### src/design/mitm_pkg.sv
// attack modes for the mitm core
// one-hot, rotated left by the mode button
package mitm_pkg;

	// one-hot mode word
	localparam int MODE_WIDTH = 3;

	// chunks pass through untouched
	localparam logic [MODE_WIDTH-1:0] MODE_FORWARD = 3'b001;

	// every data chunk in the attacked direction replaced
	localparam logic [MODE_WIDTH-1:0] MODE_SUB_ALL = 3'b010;

	// only odd data chunks replaced
	localparam logic [MODE_WIDTH-1:0] MODE_SUB_HALF = 3'b100;

	// button steps forward -> sub_all -> sub_half -> forward
	// reset value is MODE_FORWARD

endpackage : mitm_pkg

### src/design/spi_bus_pkg.sv
// spi chunk format seen by the mitm
// 9-bit chunks, msb first, mode 0
package spi_bus_pkg;

	localparam int CHUNK_BITS    = 9;	// bits per chunk
	localparam int BIT_IDX_WIDTH = 4;	// holds 0..8
	localparam int ADDR_BITS     = CHUNK_BITS - 1;

	// first chunk of a transaction
	typedef struct packed {
		logic                 rw;		// 1 = write, attack mosi
		logic [ADDR_BITS-1:0] addr;	// register address
	} spi_cmd_t;

	// one captured chunk
	// raw is filled by the shift registers
	// cmd is how the control fsm reads the first chunk
	typedef union packed {
		logic [CHUNK_BITS-1:0] raw;	// shift order, msb first
		spi_cmd_t              cmd;
	} spi_chunk_u;

endpackage : spi_bus_pkg

### src/design/bus_sampler.sv
`timescale 1ns/1ps

// brings the four spi lines into sys_clk
// two sync flops each, one more on sclk and ss for edges
module bus_sampler (
	input  logic sys_clk,
	input  logic arst_n,

	// raw pins
	input  logic miso_in,
	input  logic mosi_in,
	input  logic sclk_in,
	input  logic ss_in,

	// synchronised lines, 2 cycles behind the pins
	output logic sync_miso,
	output logic sync_mosi,
	output logic sync_sclk,
	output logic sync_ss,

	// single cycle edge pulses
	output logic sclk_rise,
	output logic sclk_fall,
	output logic ss_fall,
	output logic ss_rise
);

	logic [1:0] miso_ff;	// [0] is the metastable stage
	logic [1:0] mosi_ff;
	logic [2:0] sclk_ff;	// [2] is the edge detect stage
	logic [2:0] ss_ff;

	always_ff @(posedge sys_clk or negedge arst_n) begin
		if (!arst_n) begin
			miso_ff <= '0;
			mosi_ff <= '0;
			sclk_ff <= '0;	// mode 0 idles low
			ss_ff   <= '1;	// no slave selected
		end else begin
			miso_ff <= {miso_ff[0], miso_in};
			mosi_ff <= {mosi_ff[0], mosi_in};
			sclk_ff <= {sclk_ff[1:0], sclk_in};
			ss_ff   <= {ss_ff[1:0], ss_in};
		end
	end

	assign sync_miso = miso_ff[1];
	assign sync_mosi = mosi_ff[1];
	assign sync_sclk = sclk_ff[1];
	assign sync_ss   = ss_ff[1];

	assign sclk_rise = sclk_ff[1] & ~sclk_ff[2];	// sampling edge
	assign sclk_fall = ~sclk_ff[1] & sclk_ff[2];	// shift edge
	assign ss_fall   = ~ss_ff[1] & ss_ff[2];	// transaction start
	assign ss_rise   = ss_ff[1] & ~ss_ff[2];	// transaction end

endmodule : bus_sampler

### src/design/bus_splice.sv
`timescale 1ns/1ps

// data path of the mitm
// captures the real chunks and drives the four output lines
// a faked line takes FAKE_WORD bits on the shift edge instead of the real line
module bus_splice import spi_bus_pkg::*; #(
	parameter logic [CHUNK_BITS-1:0] FAKE_WORD = 9'h1A5
) (
	input  logic                     sys_clk,
	input  logic                     arst_n,

	input  logic                     sync_miso,
	input  logic                     sync_mosi,
	input  logic                     sync_sclk,
	input  logic                     sync_ss,
	input  logic                     sclk_rise,
	input  logic                     sclk_fall,
	input  logic                     ss_fall,

	input  logic                     chunk_done,
	input  logic [BIT_IDX_WIDTH-1:0] bit_idx,
	input  logic                     fake_mosi_sel,	// from the fsm
	input  logic                     fake_miso_sel,

	output spi_chunk_u               real_mosi_word,	// valid while chunk_done is high
	output spi_chunk_u               real_miso_word,

	output logic                     miso_out,
	output logic                     mosi_out,
	output logic                     sclk_out,
	output logic                     ss_out
);

	localparam logic [BIT_IDX_WIDTH-1:0] LAST_IDX = BIT_IDX_WIDTH'(CHUNK_BITS - 1);

	logic [CHUNK_BITS-2:0]    mosi_shift;	// first 8 bits of the chunk
	logic [CHUNK_BITS-2:0]    miso_shift;
	logic [BIT_IDX_WIDTH-1:0] fake_idx;
	logic                     fake_bit;
	logic                     fake_load;

	// msb leaves first
	// bit_idx is 0 at ss fall so bit 8 goes out before the first rise
	assign fake_idx  = LAST_IDX - bit_idx;
	assign fake_bit  = FAKE_WORD[fake_idx];
	assign fake_load = sclk_fall | ss_fall;

	// 9th bit comes straight from the line in the chunk_done cycle
	assign real_mosi_word.raw = {mosi_shift, sync_mosi};
	assign real_miso_word.raw = {miso_shift, sync_miso};

	always_ff @(posedge sys_clk) begin
		if (ss_fall || chunk_done) begin
			mosi_shift <= '0;	// next chunk starts empty
			miso_shift <= '0;
		end else if (sclk_rise) begin
			mosi_shift <= {mosi_shift[CHUNK_BITS-3:0], sync_mosi};
			miso_shift <= {miso_shift[CHUNK_BITS-3:0], sync_miso};
		end
	end

	// output stage adds the third cycle of latency on every line
	always_ff @(posedge sys_clk or negedge arst_n) begin
		if (!arst_n) begin
			sclk_out <= 1'b0;
			ss_out   <= 1'b1;	// bus idle
			mosi_out <= 1'b0;
			miso_out <= 1'b0;
		end else begin
			sclk_out <= sync_sclk;
			ss_out   <= sync_ss;

			if (!fake_mosi_sel) begin
				mosi_out <= sync_mosi;
			end else if (fake_load) begin
				mosi_out <= fake_bit;	// held until the next shift edge
			end

			if (!fake_miso_sel) begin
				miso_out <= sync_miso;
			end else if (fake_load) begin
				miso_out <= fake_bit;
			end
		end
	end

endmodule : bus_splice

### src/design/chunk_counter.sv
`timescale 1ns/1ps

// bit position inside the current chunk
// paces both the control fsm and the splice
module chunk_counter import spi_bus_pkg::*; (
	input  logic                     sys_clk,
	input  logic                     arst_n,
	input  logic                     sclk_rise,
	input  logic                     ss_fall,
	input  logic                     ss_rise,
	output logic [BIT_IDX_WIDTH-1:0] bit_idx,	// rises seen so far in this chunk
	output logic                     chunk_done	// 9th rise of a chunk
);

	localparam logic [BIT_IDX_WIDTH-1:0] LAST_IDX = BIT_IDX_WIDTH'(CHUNK_BITS - 1);

	logic in_txn;	// ss currently low

	// stray sclk edges with ss high are not counted
	assign chunk_done = in_txn & sclk_rise & (bit_idx == LAST_IDX);

	always_ff @(posedge sys_clk or negedge arst_n) begin
		if (!arst_n) begin
			bit_idx <= '0;
			in_txn  <= 1'b0;
		end else if (ss_fall || ss_rise) begin
			bit_idx <= '0;	// both ends of a transaction start clean
			in_txn  <= ss_fall;
		end else if (in_txn && sclk_rise) begin
			if (chunk_done) begin
				bit_idx <= '0;	// wrap, next chunk starts at 0
			end else begin
				bit_idx <= bit_idx + 1'b1;
			end
		end
	end

endmodule : chunk_counter

### src/design/mitm_ctrl.sv
`timescale 1ns/1ps

// transaction fsm
// decodes the command chunk and picks the data chunks to fake
module mitm_ctrl import mitm_pkg::*, spi_bus_pkg::*; (
	input  logic                  sys_clk,
	input  logic                  arst_n,
	input  logic [MODE_WIDTH-1:0] mode,	// live button mode
	input  logic                  ss_fall,
	input  logic                  ss_rise,
	input  logic                  chunk_done,
	input  spi_chunk_u            real_mosi_word,
	output logic                  fake_mosi_sel,	// upcoming chunk on mosi is faked
	output logic                  fake_miso_sel,
	output logic                  comm_active
);

	localparam logic [1:0] IDLE = 2'd0;	// ss high
	localparam logic [1:0] CMD  = 2'd1;	// first chunk in flight
	localparam logic [1:0] DATA = 2'd2;	// data chunks

	logic [1:0]            state;
	logic [MODE_WIDTH-1:0] mode_q;	// frozen at ss fall
	logic                  rw_q;	// 1 = write and mosi attacked
	logic                  odd_q;	// index parity of the current data chunk
	logic                  next_odd;
	logic                  next_rw;
	logic                  next_fake;

	// does the mode fake a data chunk with this parity
	function automatic logic chunk_faked(input logic [MODE_WIDTH-1:0] m, input logic odd);
		case (m)
			MODE_SUB_ALL:  return 1'b1;
			MODE_SUB_HALF: return odd;	// chunks 1, 3, 5 ...
			default:       return 1'b0;	// forward
		endcase
	endfunction

	// the chunk after the command is data index 0
	assign next_odd  = (state == CMD) ? 1'b0 : ~odd_q;
	assign next_rw   = (state == CMD) ? real_mosi_word.cmd.rw : rw_q;
	assign next_fake = chunk_faked(mode_q, next_odd);

	assign comm_active = (state != IDLE);

	always_ff @(posedge sys_clk or negedge arst_n) begin
		if (!arst_n) begin
			state         <= IDLE;
			mode_q        <= MODE_FORWARD;
			rw_q          <= 1'b0;
			odd_q         <= 1'b0;
			fake_mosi_sel <= 1'b0;
			fake_miso_sel <= 1'b0;
		end else if (ss_rise) begin
			state         <= IDLE;	// transaction over so both lines released
			fake_mosi_sel <= 1'b0;
			fake_miso_sel <= 1'b0;
		end else if (ss_fall) begin
			state         <= CMD;
			mode_q        <= mode;	// mode changes wait for the next transaction
			fake_mosi_sel <= 1'b0;	// command always passes
			fake_miso_sel <= 1'b0;
		end else if (chunk_done && state != IDLE) begin
			state         <= DATA;
			rw_q          <= next_rw;
			odd_q         <= next_odd;
			fake_mosi_sel <= next_fake & next_rw;
			fake_miso_sel <= next_fake & ~next_rw;	// read fakes the slave reply
		end
	end

endmodule : mitm_ctrl

### src/design/mitm_top.sv
`timescale 1ns/1ps

// spi man in the middle between one master and one slave
// pins in, sync, splice, pins out
module mitm_top import mitm_pkg::*, spi_bus_pkg::*; #(
	parameter int                    DEBOUNCE_COUNT = 1_048_576,
	parameter logic [CHUNK_BITS-1:0] FAKE_WORD      = 9'h1A5	// injected chunk
) (
	input  logic                  sys_clk,
	input  logic                  arst_n,

	// user
	input  logic                  mode_btn,	// active low
	output logic [MODE_WIDTH-1:0] mode_leds,
	output logic                  comm_active_led,

	// bus from master and slave
	input  logic                  miso_in,
	input  logic                  mosi_in,
	input  logic                  sclk_in,
	input  logic                  ss_in,

	// bus towards master and slave
	output logic                  miso_out,
	output logic                  mosi_out,
	output logic                  sclk_out,
	output logic                  ss_out
);

	logic                     sync_miso;
	logic                     sync_mosi;
	logic                     sync_sclk;
	logic                     sync_ss;
	logic                     sclk_rise;
	logic                     sclk_fall;
	logic                     ss_fall;
	logic                     ss_rise;

	logic [BIT_IDX_WIDTH-1:0] bit_idx;
	logic                     chunk_done;

	logic [MODE_WIDTH-1:0]    mode;
	logic                     fake_mosi_sel;
	logic                     fake_miso_sel;
	spi_chunk_u               real_mosi_word;

	assign mode_leds = mode;	// leds show the live mode and not the latched one

	bus_sampler sampler_i (
		.sys_clk   (sys_clk),
		.arst_n    (arst_n),
		.miso_in   (miso_in),
		.mosi_in   (mosi_in),
		.sclk_in   (sclk_in),
		.ss_in     (ss_in),
		.sync_miso (sync_miso),
		.sync_mosi (sync_mosi),
		.sync_sclk (sync_sclk),
		.sync_ss   (sync_ss),
		.sclk_rise (sclk_rise),
		.sclk_fall (sclk_fall),
		.ss_fall   (ss_fall),
		.ss_rise   (ss_rise)
	);

	chunk_counter counter_i (
		.sys_clk    (sys_clk),
		.arst_n     (arst_n),
		.sclk_rise  (sclk_rise),
		.ss_fall    (ss_fall),
		.ss_rise    (ss_rise),
		.bit_idx    (bit_idx),
		.chunk_done (chunk_done)
	);

	mode_button #(
		.DEBOUNCE_COUNT (DEBOUNCE_COUNT)
	) button_i (
		.sys_clk  (sys_clk),
		.arst_n   (arst_n),
		.mode_btn (mode_btn),
		.mode     (mode)
	);

	bus_splice #(
		.FAKE_WORD (FAKE_WORD)
	) splice_i (
		.sys_clk        (sys_clk),
		.arst_n         (arst_n),
		.sync_miso      (sync_miso),
		.sync_mosi      (sync_mosi),
		.sync_sclk      (sync_sclk),
		.sync_ss        (sync_ss),
		.sclk_rise      (sclk_rise),
		.sclk_fall      (sclk_fall),
		.ss_fall        (ss_fall),
		.chunk_done     (chunk_done),
		.bit_idx        (bit_idx),
		.fake_mosi_sel  (fake_mosi_sel),
		.fake_miso_sel  (fake_miso_sel),
		.real_mosi_word (real_mosi_word),
		.real_miso_word (),
		.miso_out       (miso_out),
		.mosi_out       (mosi_out),
		.sclk_out       (sclk_out),
		.ss_out         (ss_out)
	);

	mitm_ctrl ctrl_i (
		.sys_clk        (sys_clk),
		.arst_n         (arst_n),
		.mode           (mode),
		.ss_fall        (ss_fall),
		.ss_rise        (ss_rise),
		.chunk_done     (chunk_done),
		.real_mosi_word (real_mosi_word),
		.fake_mosi_sel  (fake_mosi_sel),
		.fake_miso_sel  (fake_miso_sel),
		.comm_active    (comm_active_led)
	);

endmodule : mitm_top

### src/design/mode_button.sv
`timescale 1ns/1ps

// mode select button, active low
// debounced, each accepted press rotates the one-hot mode
module mode_button import mitm_pkg::*; #(
	parameter int DEBOUNCE_COUNT = 1_048_576	// stable cycles before a level is taken
) (
	input  logic                  sys_clk,
	input  logic                  arst_n,
	input  logic                  mode_btn,	// raw pin, low = pressed
	output logic [MODE_WIDTH-1:0] mode
);

	localparam int CNT_W = $clog2(DEBOUNCE_COUNT + 1);
	localparam logic [CNT_W-1:0] CNT_LAST = CNT_W'(DEBOUNCE_COUNT - 1);

	logic [1:0]       btn_ff;	// synchroniser
	logic             btn_state;	// debounced level
	logic [CNT_W-1:0] stable_cnt;	// cycles the input has differed from btn_state
	logic             accept;	// input held long enough, take it

	assign accept = (btn_ff[1] != btn_state) && (stable_cnt == CNT_LAST);

	always_ff @(posedge sys_clk or negedge arst_n) begin
		if (!arst_n) begin
			btn_ff     <= '1;	// released
			btn_state  <= 1'b1;
			stable_cnt <= '0;
		end else begin
			btn_ff <= {btn_ff[0], mode_btn};
			if (btn_ff[1] == btn_state) begin
				stable_cnt <= '0;	// glitch back, start over
			end else if (accept) begin
				btn_state  <= btn_ff[1];
				stable_cnt <= '0;
			end else begin
				stable_cnt <= stable_cnt + 1'b1;
			end
		end
	end

	// only a newly accepted low level counts as a press
	// release must be accepted before the next press
	always_ff @(posedge sys_clk or negedge arst_n) begin
		if (!arst_n) begin
			mode <= MODE_FORWARD;
		end else if (accept && !btn_ff[1]) begin
			mode <= {mode[MODE_WIDTH-2:0], mode[MODE_WIDTH-1]};	// rotate left
		end
	end

endmodule : mode_button

### config.mk
export PLATFORM = sky130hd
export DESIGN_NAME = mitm_top
export DESIGN_NICKNAME = d
export VERILOG_FILES = /design/src/design/mitm_pkg.sv /design/src/design/spi_bus_pkg.sv /design/src/design/bus_sampler.sv /design/src/design/bus_splice.sv /design/src/design/chunk_counter.sv /design/src/design/mitm_ctrl.sv /design/src/design/mitm_top.sv /design/src/design/mode_button.sv
export SDC_FILE = /design/constraint.sdc
export NUM_CORES = 1
export LEC_CHECK = 0
export BUFFER_PORTS_ARGS = -buffer_cell sky130_fd_sc_hd__buf_4
export CAP_MARGIN = 25
export CORE_ASPECT_RATIO = 0.7
export CORE_MARGIN = 10
export CORE_UTILIZATION = 56
export CTS_CLUSTER_DIAMETER = 60
export DETAILED_ROUTE_END_ITERATION = 8
export GPL_TIMING_DRIVEN = 0
export HOLD_SLACK_MARGIN = 0.12
export PLACE_DENSITY = 0.77
export SYNTH_ARGS = -nofsm -noshare
export SYNTH_HDL_FRONTEND = slang
export SYNTH_SLANG_ARGS = --single-unit
### constraint.sdc
create_clock -name sys_clk -period 2.1 [get_ports sys_clk]
set_input_delay 0.42 -clock sys_clk [delete_from_list [all_inputs] [get_ports sys_clk]]
set_output_delay 0.42 -clock sys_clk [all_outputs]
set_load 0.005 [all_outputs]
== Yosys cells after proc, flatten, opt, wreduce, memory -nomap -nowiden ==
Memories as Yosys holds them, arrays and structs flattened.
Index checks and enable logic that the tools add are counted.

* Add/sub/neg operators: 3
* Order comparisons: 1
* Eq/ne operators: 9
* Muxes and demuxes: 21
* Bitwise logic cells: 18
* Reductions and logical operators: 13

{| class="wikitable"
|+ Operators by type and width
! kind !! count
|-
| two-way mux 21 bit || 2
|-
| adder 21 x 1 -> 21 bit (second input constant) || 1
|-
| == test 21 x 20 -> 1 bit (second input constant) || 1
|-
| two-way mux 1 bit || 12
|-
| two-way mux 4 bit || 3
|-
| inverter 1 bit || 9
|-
| AND 1 bit || 8
|-
| two-way mux 2 bit || 3
|-
| less-than comparator 4 x 5 -> 1 bit (second input constant) || 1
|-
| adder 4 x 1 -> 4 bit (second input constant) || 1
|-
| == test 4 bit (second input constant) || 1
|-
| logical AND 1 bit || 4
|-
| != test 2 bit (second input constant) || 2
|-
| AND reduction 2 bit || 2
|-
| nonzero test 2 bit || 2
|-
| subtractor 4 bit (first input constant) || 1
|-
| == test 3 x 2 -> 1 bit (second input constant) || 1
|-
| == test 3 bit (second input constant) || 1
|-
| AND reduction 3 bit || 1
|-
| nonzero test 3 bit || 1
|-
| == test 2 x 1 -> 1 bit (second input constant) || 1
|-
| logical OR 1 bit || 2
|-
| case mux 1 bit (2 select lines) || 1
|-
| == test 1 bit || 1
|-
| other kinds (3) || 3
|}

* Flip-flop bits (word level): 63
* Memory bits (read-only): 16
* Input port bits: 7
* Memories: 1

{| class="wikitable"
|+ Memory list
! name !! depth !! width !! rd ports !! clocked after Yosys merged registers in !! wr ports !! RTL line !! source
|-
| (name not given) || 16 || 1 || 1 || 0 || 0 || bus_splice.sv:45 || <nowiki>assign fake_bit = FAKE_WORD[fake_idx];</nowiki>
|}

== Depth between registers and ports, before layout ==
Gate-level depths: netlist (run 1).

* Depth after elaboration: 8
* Gate-level depth with buffers: 7

== Cells and area by module ==
Synthesis (run 1) repeated with hierarchy kept, for this count alone.

* Cells, all modules: 270
* Area, all modules: 3088.0 um^2

{| class="wikitable"
|+ Modules (own cells, without submodules)
! module !! times used !! cells each !! area an instance (um^2)
|-
| mode_button || 1 || 117 || 1297.5
|-
| bus_splice || 1 || 70 || 768.2
|-
| mitm_ctrl || 1 || 40 || 451.7
|-
| bus_sampler || 1 || 14 || 289.0
|-
| chunk_counter || 1 || 29 || 281.5
|}

== Worst setup path after synthesis (run 1) ==
OpenSTA, ideal clock, no wires.

* Path kind: register to register
* Start: register button_i.stable_cnt[0]
* End: register button_i.mode[1]
* Setup time: 0.127 ns
* Data arrival time: 1.724 ns
* Setup slack: 0.248 ns
* Cell stages (with the launch flop): 6
* Path buffers: 0
* Clock period less this slack: 1.852 ns
* Cell sequence: dfrtp_1 > ha_1 > and4_4 > nand3_4 > or4_4 > mux2_1

* Cells in the longest elaborated chain, start to end: 3

{| class="wikitable"
|+ Ends and longest elaborated chain
! item !! RTL line !! source
|-
| start, declared || mode_button.sv:19 || <nowiki>logic [CNT_W-1:0] stable_cnt;</nowiki>
|-
| start signal, assigned || mode_button.sv:37 || <nowiki>stable_cnt <= stable_cnt + 1'b1;</nowiki>
|-
| == test 21 x 20 -> 1 bit || mode_button.sv:22 || <nowiki>assign accept = (btn_ff[1] != btn_state) && (stable_cnt == CNT_LAST);</nowiki>
|-
| logical AND 1 bit || mode_button.sv:22 ||
|-
| logical AND 1 bit || mode_button.sv:47 || <nowiki>end else if (accept && !btn_ff[1]) begin</nowiki>
|-
| end signal, assigned || mode_button.sv:48 || <nowiki>mode <= {mode[MODE_WIDTH-2:0], mode[MODE_WIDTH-1]};</nowiki>
|-
| end, declared || mode_button.sv:11 || <nowiki>output logic [MODE_WIDTH-1:0] mode</nowiki>
|}

Every way passes these cells.
A chain may end at the register's enable or synchronous reset.

== Worst setup path after layout (run 1) ==
* Start: register counter_i.bit_idx[0]
* End: register ctrl_i.fake_miso_sel

* Cells in the longest elaborated chain, start to end: 4

{| class="wikitable"
|+ Ends and longest elaborated chain
! item !! RTL line !! source
|-
| start, declared || chunk_counter.sv:11 || <nowiki>output logic [BIT_IDX_WIDTH-1:0] bit_idx,</nowiki>
|-
| start signal, assigned || chunk_counter.sv:33 || <nowiki>bit_idx <= bit_idx + 1'b1;</nowiki>
|-
| == test 4 bit || chunk_counter.sv:20 || <nowiki>assign chunk_done = in_txn & sclk_rise & (bit_idx == LAST_IDX);</nowiki>
|-
| AND 1 bit || chunk_counter.sv:20 ||
|-
| logical AND 1 bit || mitm_ctrl.sv:63 || <nowiki>end else if (chunk_done && state != IDLE) begin</nowiki>
|-
| nonzero test 3 bit (no line) || n/a ||
|-
| end signal, assigned || mitm_ctrl.sv:68 || <nowiki>fake_miso_sel <= next_fake & ~next_rw;</nowiki>
|-
| end, declared || mitm_ctrl.sv:14 || <nowiki>output logic fake_miso_sel,</nowiki>
|}

Every way passes these cells.

==> summary.txt, run 1 <==
run status: complete, no violations
Worst Max-Slew Pin Slew: 0.786 ns
row count: 21
largest net degree at the start of global routing: 54
Yosys top cell by area: dfrtp_1
Period minus WS final: 2.00 ns
first-pass GRT wire length: 8650 µm
Mapped Nets: 267
Die Height: 78 µm
slew margin rel.: 0.471
DRT Pass-1 Iters: 5
Seq cells post-synth: 61
Synth Flop Type: dfrtp_1
critical path capture point: ctrl_i.fake_miso_sel
Lkg Pwr: 1.29 nW
Top Ports: 15
crit path launch: counter_i.bit_idx[0]
initial antenna violation count: 0
Total GRT Usage: 0.136
H-tree depth: 3
Seq/Total Area, Yosys: 0.556
WS Path Type: reg -> reg
Synth Area per Inst: 10.6 µm²
Starting Density: 0.572
Root Buffer: clkbuf_8
post-DR vias/cell: 5.70
DRC errors left: 0
cells after synthesis: 255
Tot Pwr: 2.33 mW
WL final: 4920 µm
R2R depth: 6
synth top area cells: dfrtp_1, dfstp_2, dfxtp_1
Core Region: 4700 µm²
fin crit share: 0.950
vias in the first global route: 1862
Setup Skew: 0.00754 ns
# setup viols final: 0
Final Hold Viols: 0
dpl ws: 0.123 ns
yosys warns: 0
GRT overflow: 0
Post-Synthesis Cell Area: 2690 µm²
HP Class: in -> async
max-cap violations: 0
worst reg2reg path endpoint: ctrl_i.fake_miso_sel
WL/cell: 14.4 µm
setup slack, reg-to-reg: 0.10 ns
Async S/R FF share, synth: 0.869
die width: 103 µm
1st-iter DRT viols: 135
clk_lat worst skew: 0.34 ns
hold_ws: 0.113 ns
GPL Wtd Cong: 0.815
CP required: 2.35 ns
Startpoint Class: flip-flop
Vias: 1949
top-area cell type share of the netlist area: 0.418
Syn-to-layout area delta: 14.1%
CP Capture Type: flip-flop
setup bufs post-CTS: 0
Hold Buf Count CTS: 0
detailed placement HPWL: 3400 µm
share of layout cells above drive strength 1: 0.218
# clock sinks: 61
Layout Nets: 292
post-route ant nets: 0
die area: 8020 µm²
min setup slack post-route: 0.104 ns
ANT cells: 0
number of synthesized flops with an enable pin: 0
Post-Route Utilization: 0.653
maximum VDD drop: 0.558 mV
Port Buffer Count: 14
total CTS buffers: 9
Final Slew Violations: 0
TNS Setup: 0 ns
CTS max path bufs: 2
PwrDens: 758 nW/µm²
CTS tree: built
Unique masters post-synth: 44
CP arrival: 2.25 ns
Reg clk slew, reported paths: 0.07 ns
Reg-to-Reg Start: counter_i.bit_idx[0]
Fmax: 501 MHz
RSZ-0062 raised after global routing: no
CP Max Fanout: 8
## per-stage QoR
stage	area [µm²]	instances
after global placement	2870	326
after CTS	3060	342
after floorplan	2690	255
after detailed placement	2870	326
final	3070	342
after global routing	3070	342
## report_power, final
group	internal, mW	leakage [nW]	switching [mW]
Sequential	1.21	0.749	0.0241
Combinational	0.0513	0.444	0.0781
Clock	0.556	0.0997	0.409
Total	1.82	1.29	0.511
## area by class of cell
| type | instances | area [µm²] |
|---|---|---|
| Timing Repair Buffer | 14 | 105 |
| Clock inverter | 1 | 5.00 |
| Fill cell | 378 | 1630 |
| Tap cell | 57 | 71.3 |
| Multi-Input combinational cell | 177 | 1140 |
| Clock buffer | 15 | 186 |
| Inverter | 10 | 37.5 |
| Buffer | 7 | 30.0 |
| Sequential cell | 61 | 1500 |
## cells in the mapped netlist (7+ instances only)
master	n
o21ai_0	7
nand3_1	12
nor2_1	20
xnor2_1	9
a21oi_1	19
nand2_1	29
mux2_2	7
dfrtp_1	45
or3_1	7
dfxtp_1	8
inv_1	10
dfstp_2	8
## kinds of logic (layout without fill, tap and decap cells)
group                    after synthesis  count (layout)  synth area share
AO/OA/AOI/OAI                         40              40            0.0902
XOR/XNOR                              14              14            0.0456
adder cells (fa/ha/maj)                5               5            0.0232
buffers and inverters                 17              47            0.0251
flip-flops                            61              61             0.556
multiplexers                          10              10            0.0418
AND/OR/NAND/NOR                      108             108             0.218
## layout by cell type (no fill, tap or decap), types with 2 or more instances in the layout
| cell | netlist | routed |
|---|---|---|
| nor3_1 | 4 | 3 |
| mux2_1 | 3 | 3 |
| o21ai_0 | 7 | 7 |
| xnor2_1 | 9 | 9 |
| ha_1 | 5 | 3 |
| clkbuf_1 | 4 | 6 |
| ha_2 | 0 | 2 |
| or4_4 | 2 | 2 |
| nor4_1 | 4 | 4 |
| a31oi_1 | 4 | 4 |
| buf_2 | 3 | 3 |
| dfrtp_1 | 45 | 44 |
| and4_4 | 2 | 2 |
| a21oi_1 | 19 | 19 |
| dfstp_2 | 8 | 8 |
| mux2_2 | 7 | 7 |
| nand2b_1 | 4 | 4 |
| or3_1 | 7 | 7 |
| nand4_1 | 5 | 5 |
| inv_1 | 10 | 10 |
| o2bb2ai_1 | 2 | 2 |
| nand2_1 | 29 | 29 |
| nand3_1 | 12 | 12 |
| a21boi_0 | 2 | 2 |
| buf_4 | 0 | 14 |
| and3_1 | 3 | 3 |
| nor2b_1 | 4 | 4 |
| nor2_1 | 20 | 20 |
| nand4b_1 | 3 | 3 |
| clkbuf_8 | 0 | 13 |
| xor2_1 | 5 | 5 |
| dfxtp_1 | 8 | 8 |
## timing repair
item	CTS	global route
resized for setup	0	4
setup endpoints to repair	0	12
endpoints found under the hold margin	0	0
## state kept, by name (all words and copies together) (netlist names), 2 cells and up
register,flops
splice_i.mosi_shift,8
sampler_i.mosi_ff,2
button_i.stable_cnt,21
button_i.btn_ff,2
ctrl_i.state,2
sampler_i.sclk_ff,3
sampler_i.ss_ff,3
sampler_i.miso_ff,2
counter_i.bit_idx,4
ctrl_i.mode_q,3
button_i.mode,3
## worst min path at each step
stage,startpoint,endpoint,slack (ns)
2_1_floorplan,arst_n,button_i.mode[1],0.12
3_3_place_gp,sampler_i.sclk_ff[0],sampler_i.sclk_ff[1],0.33
3_5_place_dp,sampler_i.miso_ff[0],sampler_i.miso_ff[1],0.33
4_1_cts,arst_n,button_i.stable_cnt[17],0.13
5_1_grt,arst_n,ctrl_i.mode_q[1],0.15
6_report,arst_n,button_i.stable_cnt[19],0.11
## worst max-delay path: stages (launching register included)
cell,delay (ns)
dfrtp_2,0.45
inv_1,0.07
ha_2,0.22
nand2_1,0.11
o41a_1,0.47
or3_1,0.43
o2bb2ai_1,0.16
## metal layers
layer	up-vias	share of wire	GRT usage
met5	-	0	0
met4	0	0.018	0.0623
met3	10	0.051	0.0531
met2	30	0.42	0.178
met1	955	0.51	0.191
li1	954	-	-
(Power assumes the default switching activity.)
==> run 2, diff against run 1 <==
- BUFFER_PORTS_ARGS: -buffer_cell sky130_fd_sc_hd__buf_4 -> -buffer_cell sky130_fd_sc_hd__buf_2
==> run 2 against run 1 <==
  * Sequential share of layout area shrank 0.47 points
  * Largest cell class unchanged
  * Clock skew shrank 0.0018 ns
  * Worst setup slack gained 0.034 ns
  * Cell count grew 0.29%
==> summary.txt, run 2 (synthesis results as in run 1) <==
post-route ant nets: 0 (unchanged)
share of layout cells above drive strength 1: 0.231 (+0.0132)
Root Buffer: clkbuf_8
Worst Max-Slew Pin Slew: 0.732 ns (-0.0546 ns)
Layout Nets: 293 (+0.34%)
CTS tree: built
most common cell after layout, fill and taps aside: dfrtp_1
vias in the first global route: 1883 (+1.1%)
first-pass GRT wire length: 8780 µm (+1.5%)
largest register by flop count: button_i.stable_cnt
die area: 8020 µm² (unchanged)
row count: 21 (unchanged)
Setup Skew: 0.00569 ns (-0.00184 ns)
biggest regs: button_i.stable_cnt (21), splice_i.mosi_shift (8), counter_i.bit_idx (4)
Multi-input gate area: 1140 µm² (+0.55%)
Worst path max stage delay: 0.52 ns (+0.05 ns)
maximum VDD drop: 0.565 mV (+1.1%)
total CTS buffers: 9 (unchanged)
Startpoint Class: flip-flop
fin crit share: 0.934 (-0.0160)
H-tree depth: 3 (unchanged)
die width: 103 µm (unchanged)
Syn-to-layout area delta: 15.2%
WL/cell: 14.7 µm (+2.4%)
commonest non-fill, non-tap cells in the layout: dfrtp_1, nand2_1, nor2_1
Period minus WS final: 1.96 ns (-0.0337 ns)
largest net degree at the start of global routing: 28 (-48%)
post-placement cell area: 2850 µm² (-0.52%)
CP required: 2.33 ns (-0.02 ns)
HP Class: in -> reg
Final Hold Viols: 0 (unchanged)
Core Region: 4700 µm² (unchanged)
Port Buffer Count: 14 (unchanged)
run status: complete, no violations
DRC errors left: 0 (unchanged)
Fmax: 510 MHz (+1.7%)
crit-path leading delay family: simple AND/OR/NAND/NOR gates
Lkg Pwr: 1.30 nW (+0.53%)
Tot Pwr: 2.51 mW (+7.7%)
Final Non-Filler Cells: 343 (+0.29%)
initial antenna violation count: 0 (unchanged)
Top Ports: 15 (unchanged)
# clock sinks: 61 (unchanged)
DRT Pass-1 Iters: 4 (-1)
min setup slack post-route: 0.138 ns (+0.0337 ns)
# setup viols final: 0 (unchanged)
dpl ws: 0.0493 ns (-0.0737 ns)
CP Capture Type: flip-flop
Largest register FFs: 21 (unchanged)
Total GRT Usage: 0.139 (+0.00308)
1st-iter DRT viols: 112 (-17%)
CP Buf/Inv Count: 0 (-1)
ANT cells: 0 (unchanged)
CTS max path bufs: 2 (unchanged)
max-cap violations: 0 (unchanged)
fillcell total: 374 (-1.1%)
Final Slew Violations: 0 (unchanged)
FF+latch area: 1500 µm² (unchanged)
Die Height: 78 µm (unchanged)
Reg clk slew, reported paths: 0.07 ns (about the same)
dpl cells: 327 (+0.31%)
WS Path Type: reg -> reg
detailed placement HPWL: 3640 µm (+7.2%)
GRT overflow: 0 (unchanged)
slew margin rel.: 0.508 (+0.0367)
post-DR vias/cell: 5.72 (+0.32%)
WL final: 5060 µm (+2.7%)
Starting Density: 0.572 (unchanged)
CP Max Fanout: 6 (-2)
setup bufs post-CTS: 0 (unchanged)
clk_lat worst skew: 0.34 ns (about the same)
PwrDens: 808 nW/µm² (+6.7%)
post-route cell area: 3100 µm² (+0.98%)
GPL Wtd Cong: 0.802 (-1.7%)
Slowest-stage cell, CP: or4_4
Vias: 1961 (+0.62%)
crit path cell chain: ha_2, and4_4, nand3_4, or4_4, mux2_1
CP arrival: 2.19 ns (-0.06 ns)
==> run 2: path summary, 6_finish.rpt <==
kind | start | to | depth (start not counted) | slack (ns)
setup / recovery | button_i.stable_cnt[0] | button_i.mode[1] | 5 | 0.14
hold / removal | ss_in | sampler_i.ss_ff[0] | 1 | 0.17
setup reg to reg | button_i.stable_cnt[0] | button_i.mode[1] | 5 | 0.14
hold reg to reg | sampler_i.mosi_ff[0] | sampler_i.mosi_ff[1] | 0 | 0.35
max in group asynchronous | arst_n | sampler_i.ss_ff[1] | 3 | 0.84
min in group asynchronous | arst_n | button_i.stable_cnt[17] | 2 | 0.63
==> run 2: power by group <==
| group | switching, mW | internal (mW) | total [mW] |
|---|---|---|---|
| Clock | 0.476 | 0.670 | 1.15 |
| Combinational | 0.0790 | 0.0498 | 0.129 |
| Sequential | 0.0247 | 1.21 | 1.23 |
==> run 2: layout make-up <==
class / count / share of cell area
buffer: 6 / 0.00847
clock buffer: 9 / 0.0400
clock inverter: 7 / 0.0323
inverter: 10 / 0.0121
multi-input combinational: 177 / 0.369
sequential: 61 / 0.483
tap: 57 / 0.0230
timing repair buffer: 16 / 0.0323
==> run 2: what timing repair did <==
action,4_1_cts,5_1_grt
endpoints found under the setup margin,0,15
endpoints found under the hold margin,22,0
hold buffers,1,0
gates resized for setup,0,5
==> run 2: metrics by stage <==
stage | setup TNS (ns) | utilization | hold slack, ns
6_report | 0 | 0.659 | 0.168
5_1_grt | -0.000402 | 0.659 | 0.139
4_1_cts | 0 | 0.656 | 0.150
3_5_place_dp | 0 | 0.607 | 0.335
3_3_place_gp | 0 | 0.602 | 0.335
2_1_floorplan | 0 | - | 0.124
==> run 2: per-layer routing <==
layer / wire length, µm / share of wire / vias to the layer above / track usage
met2: 2110 / 0.42 / 43 / 0.181
met5: 0 / 0 / - / 0
met3: 290 / 0.057 / 11 / 0.0664
met1: 2580 / 0.51 / 952 / 0.193
met4: 84 / 0.017 / 0 / 0.0540
li1: - / - / 955 / -
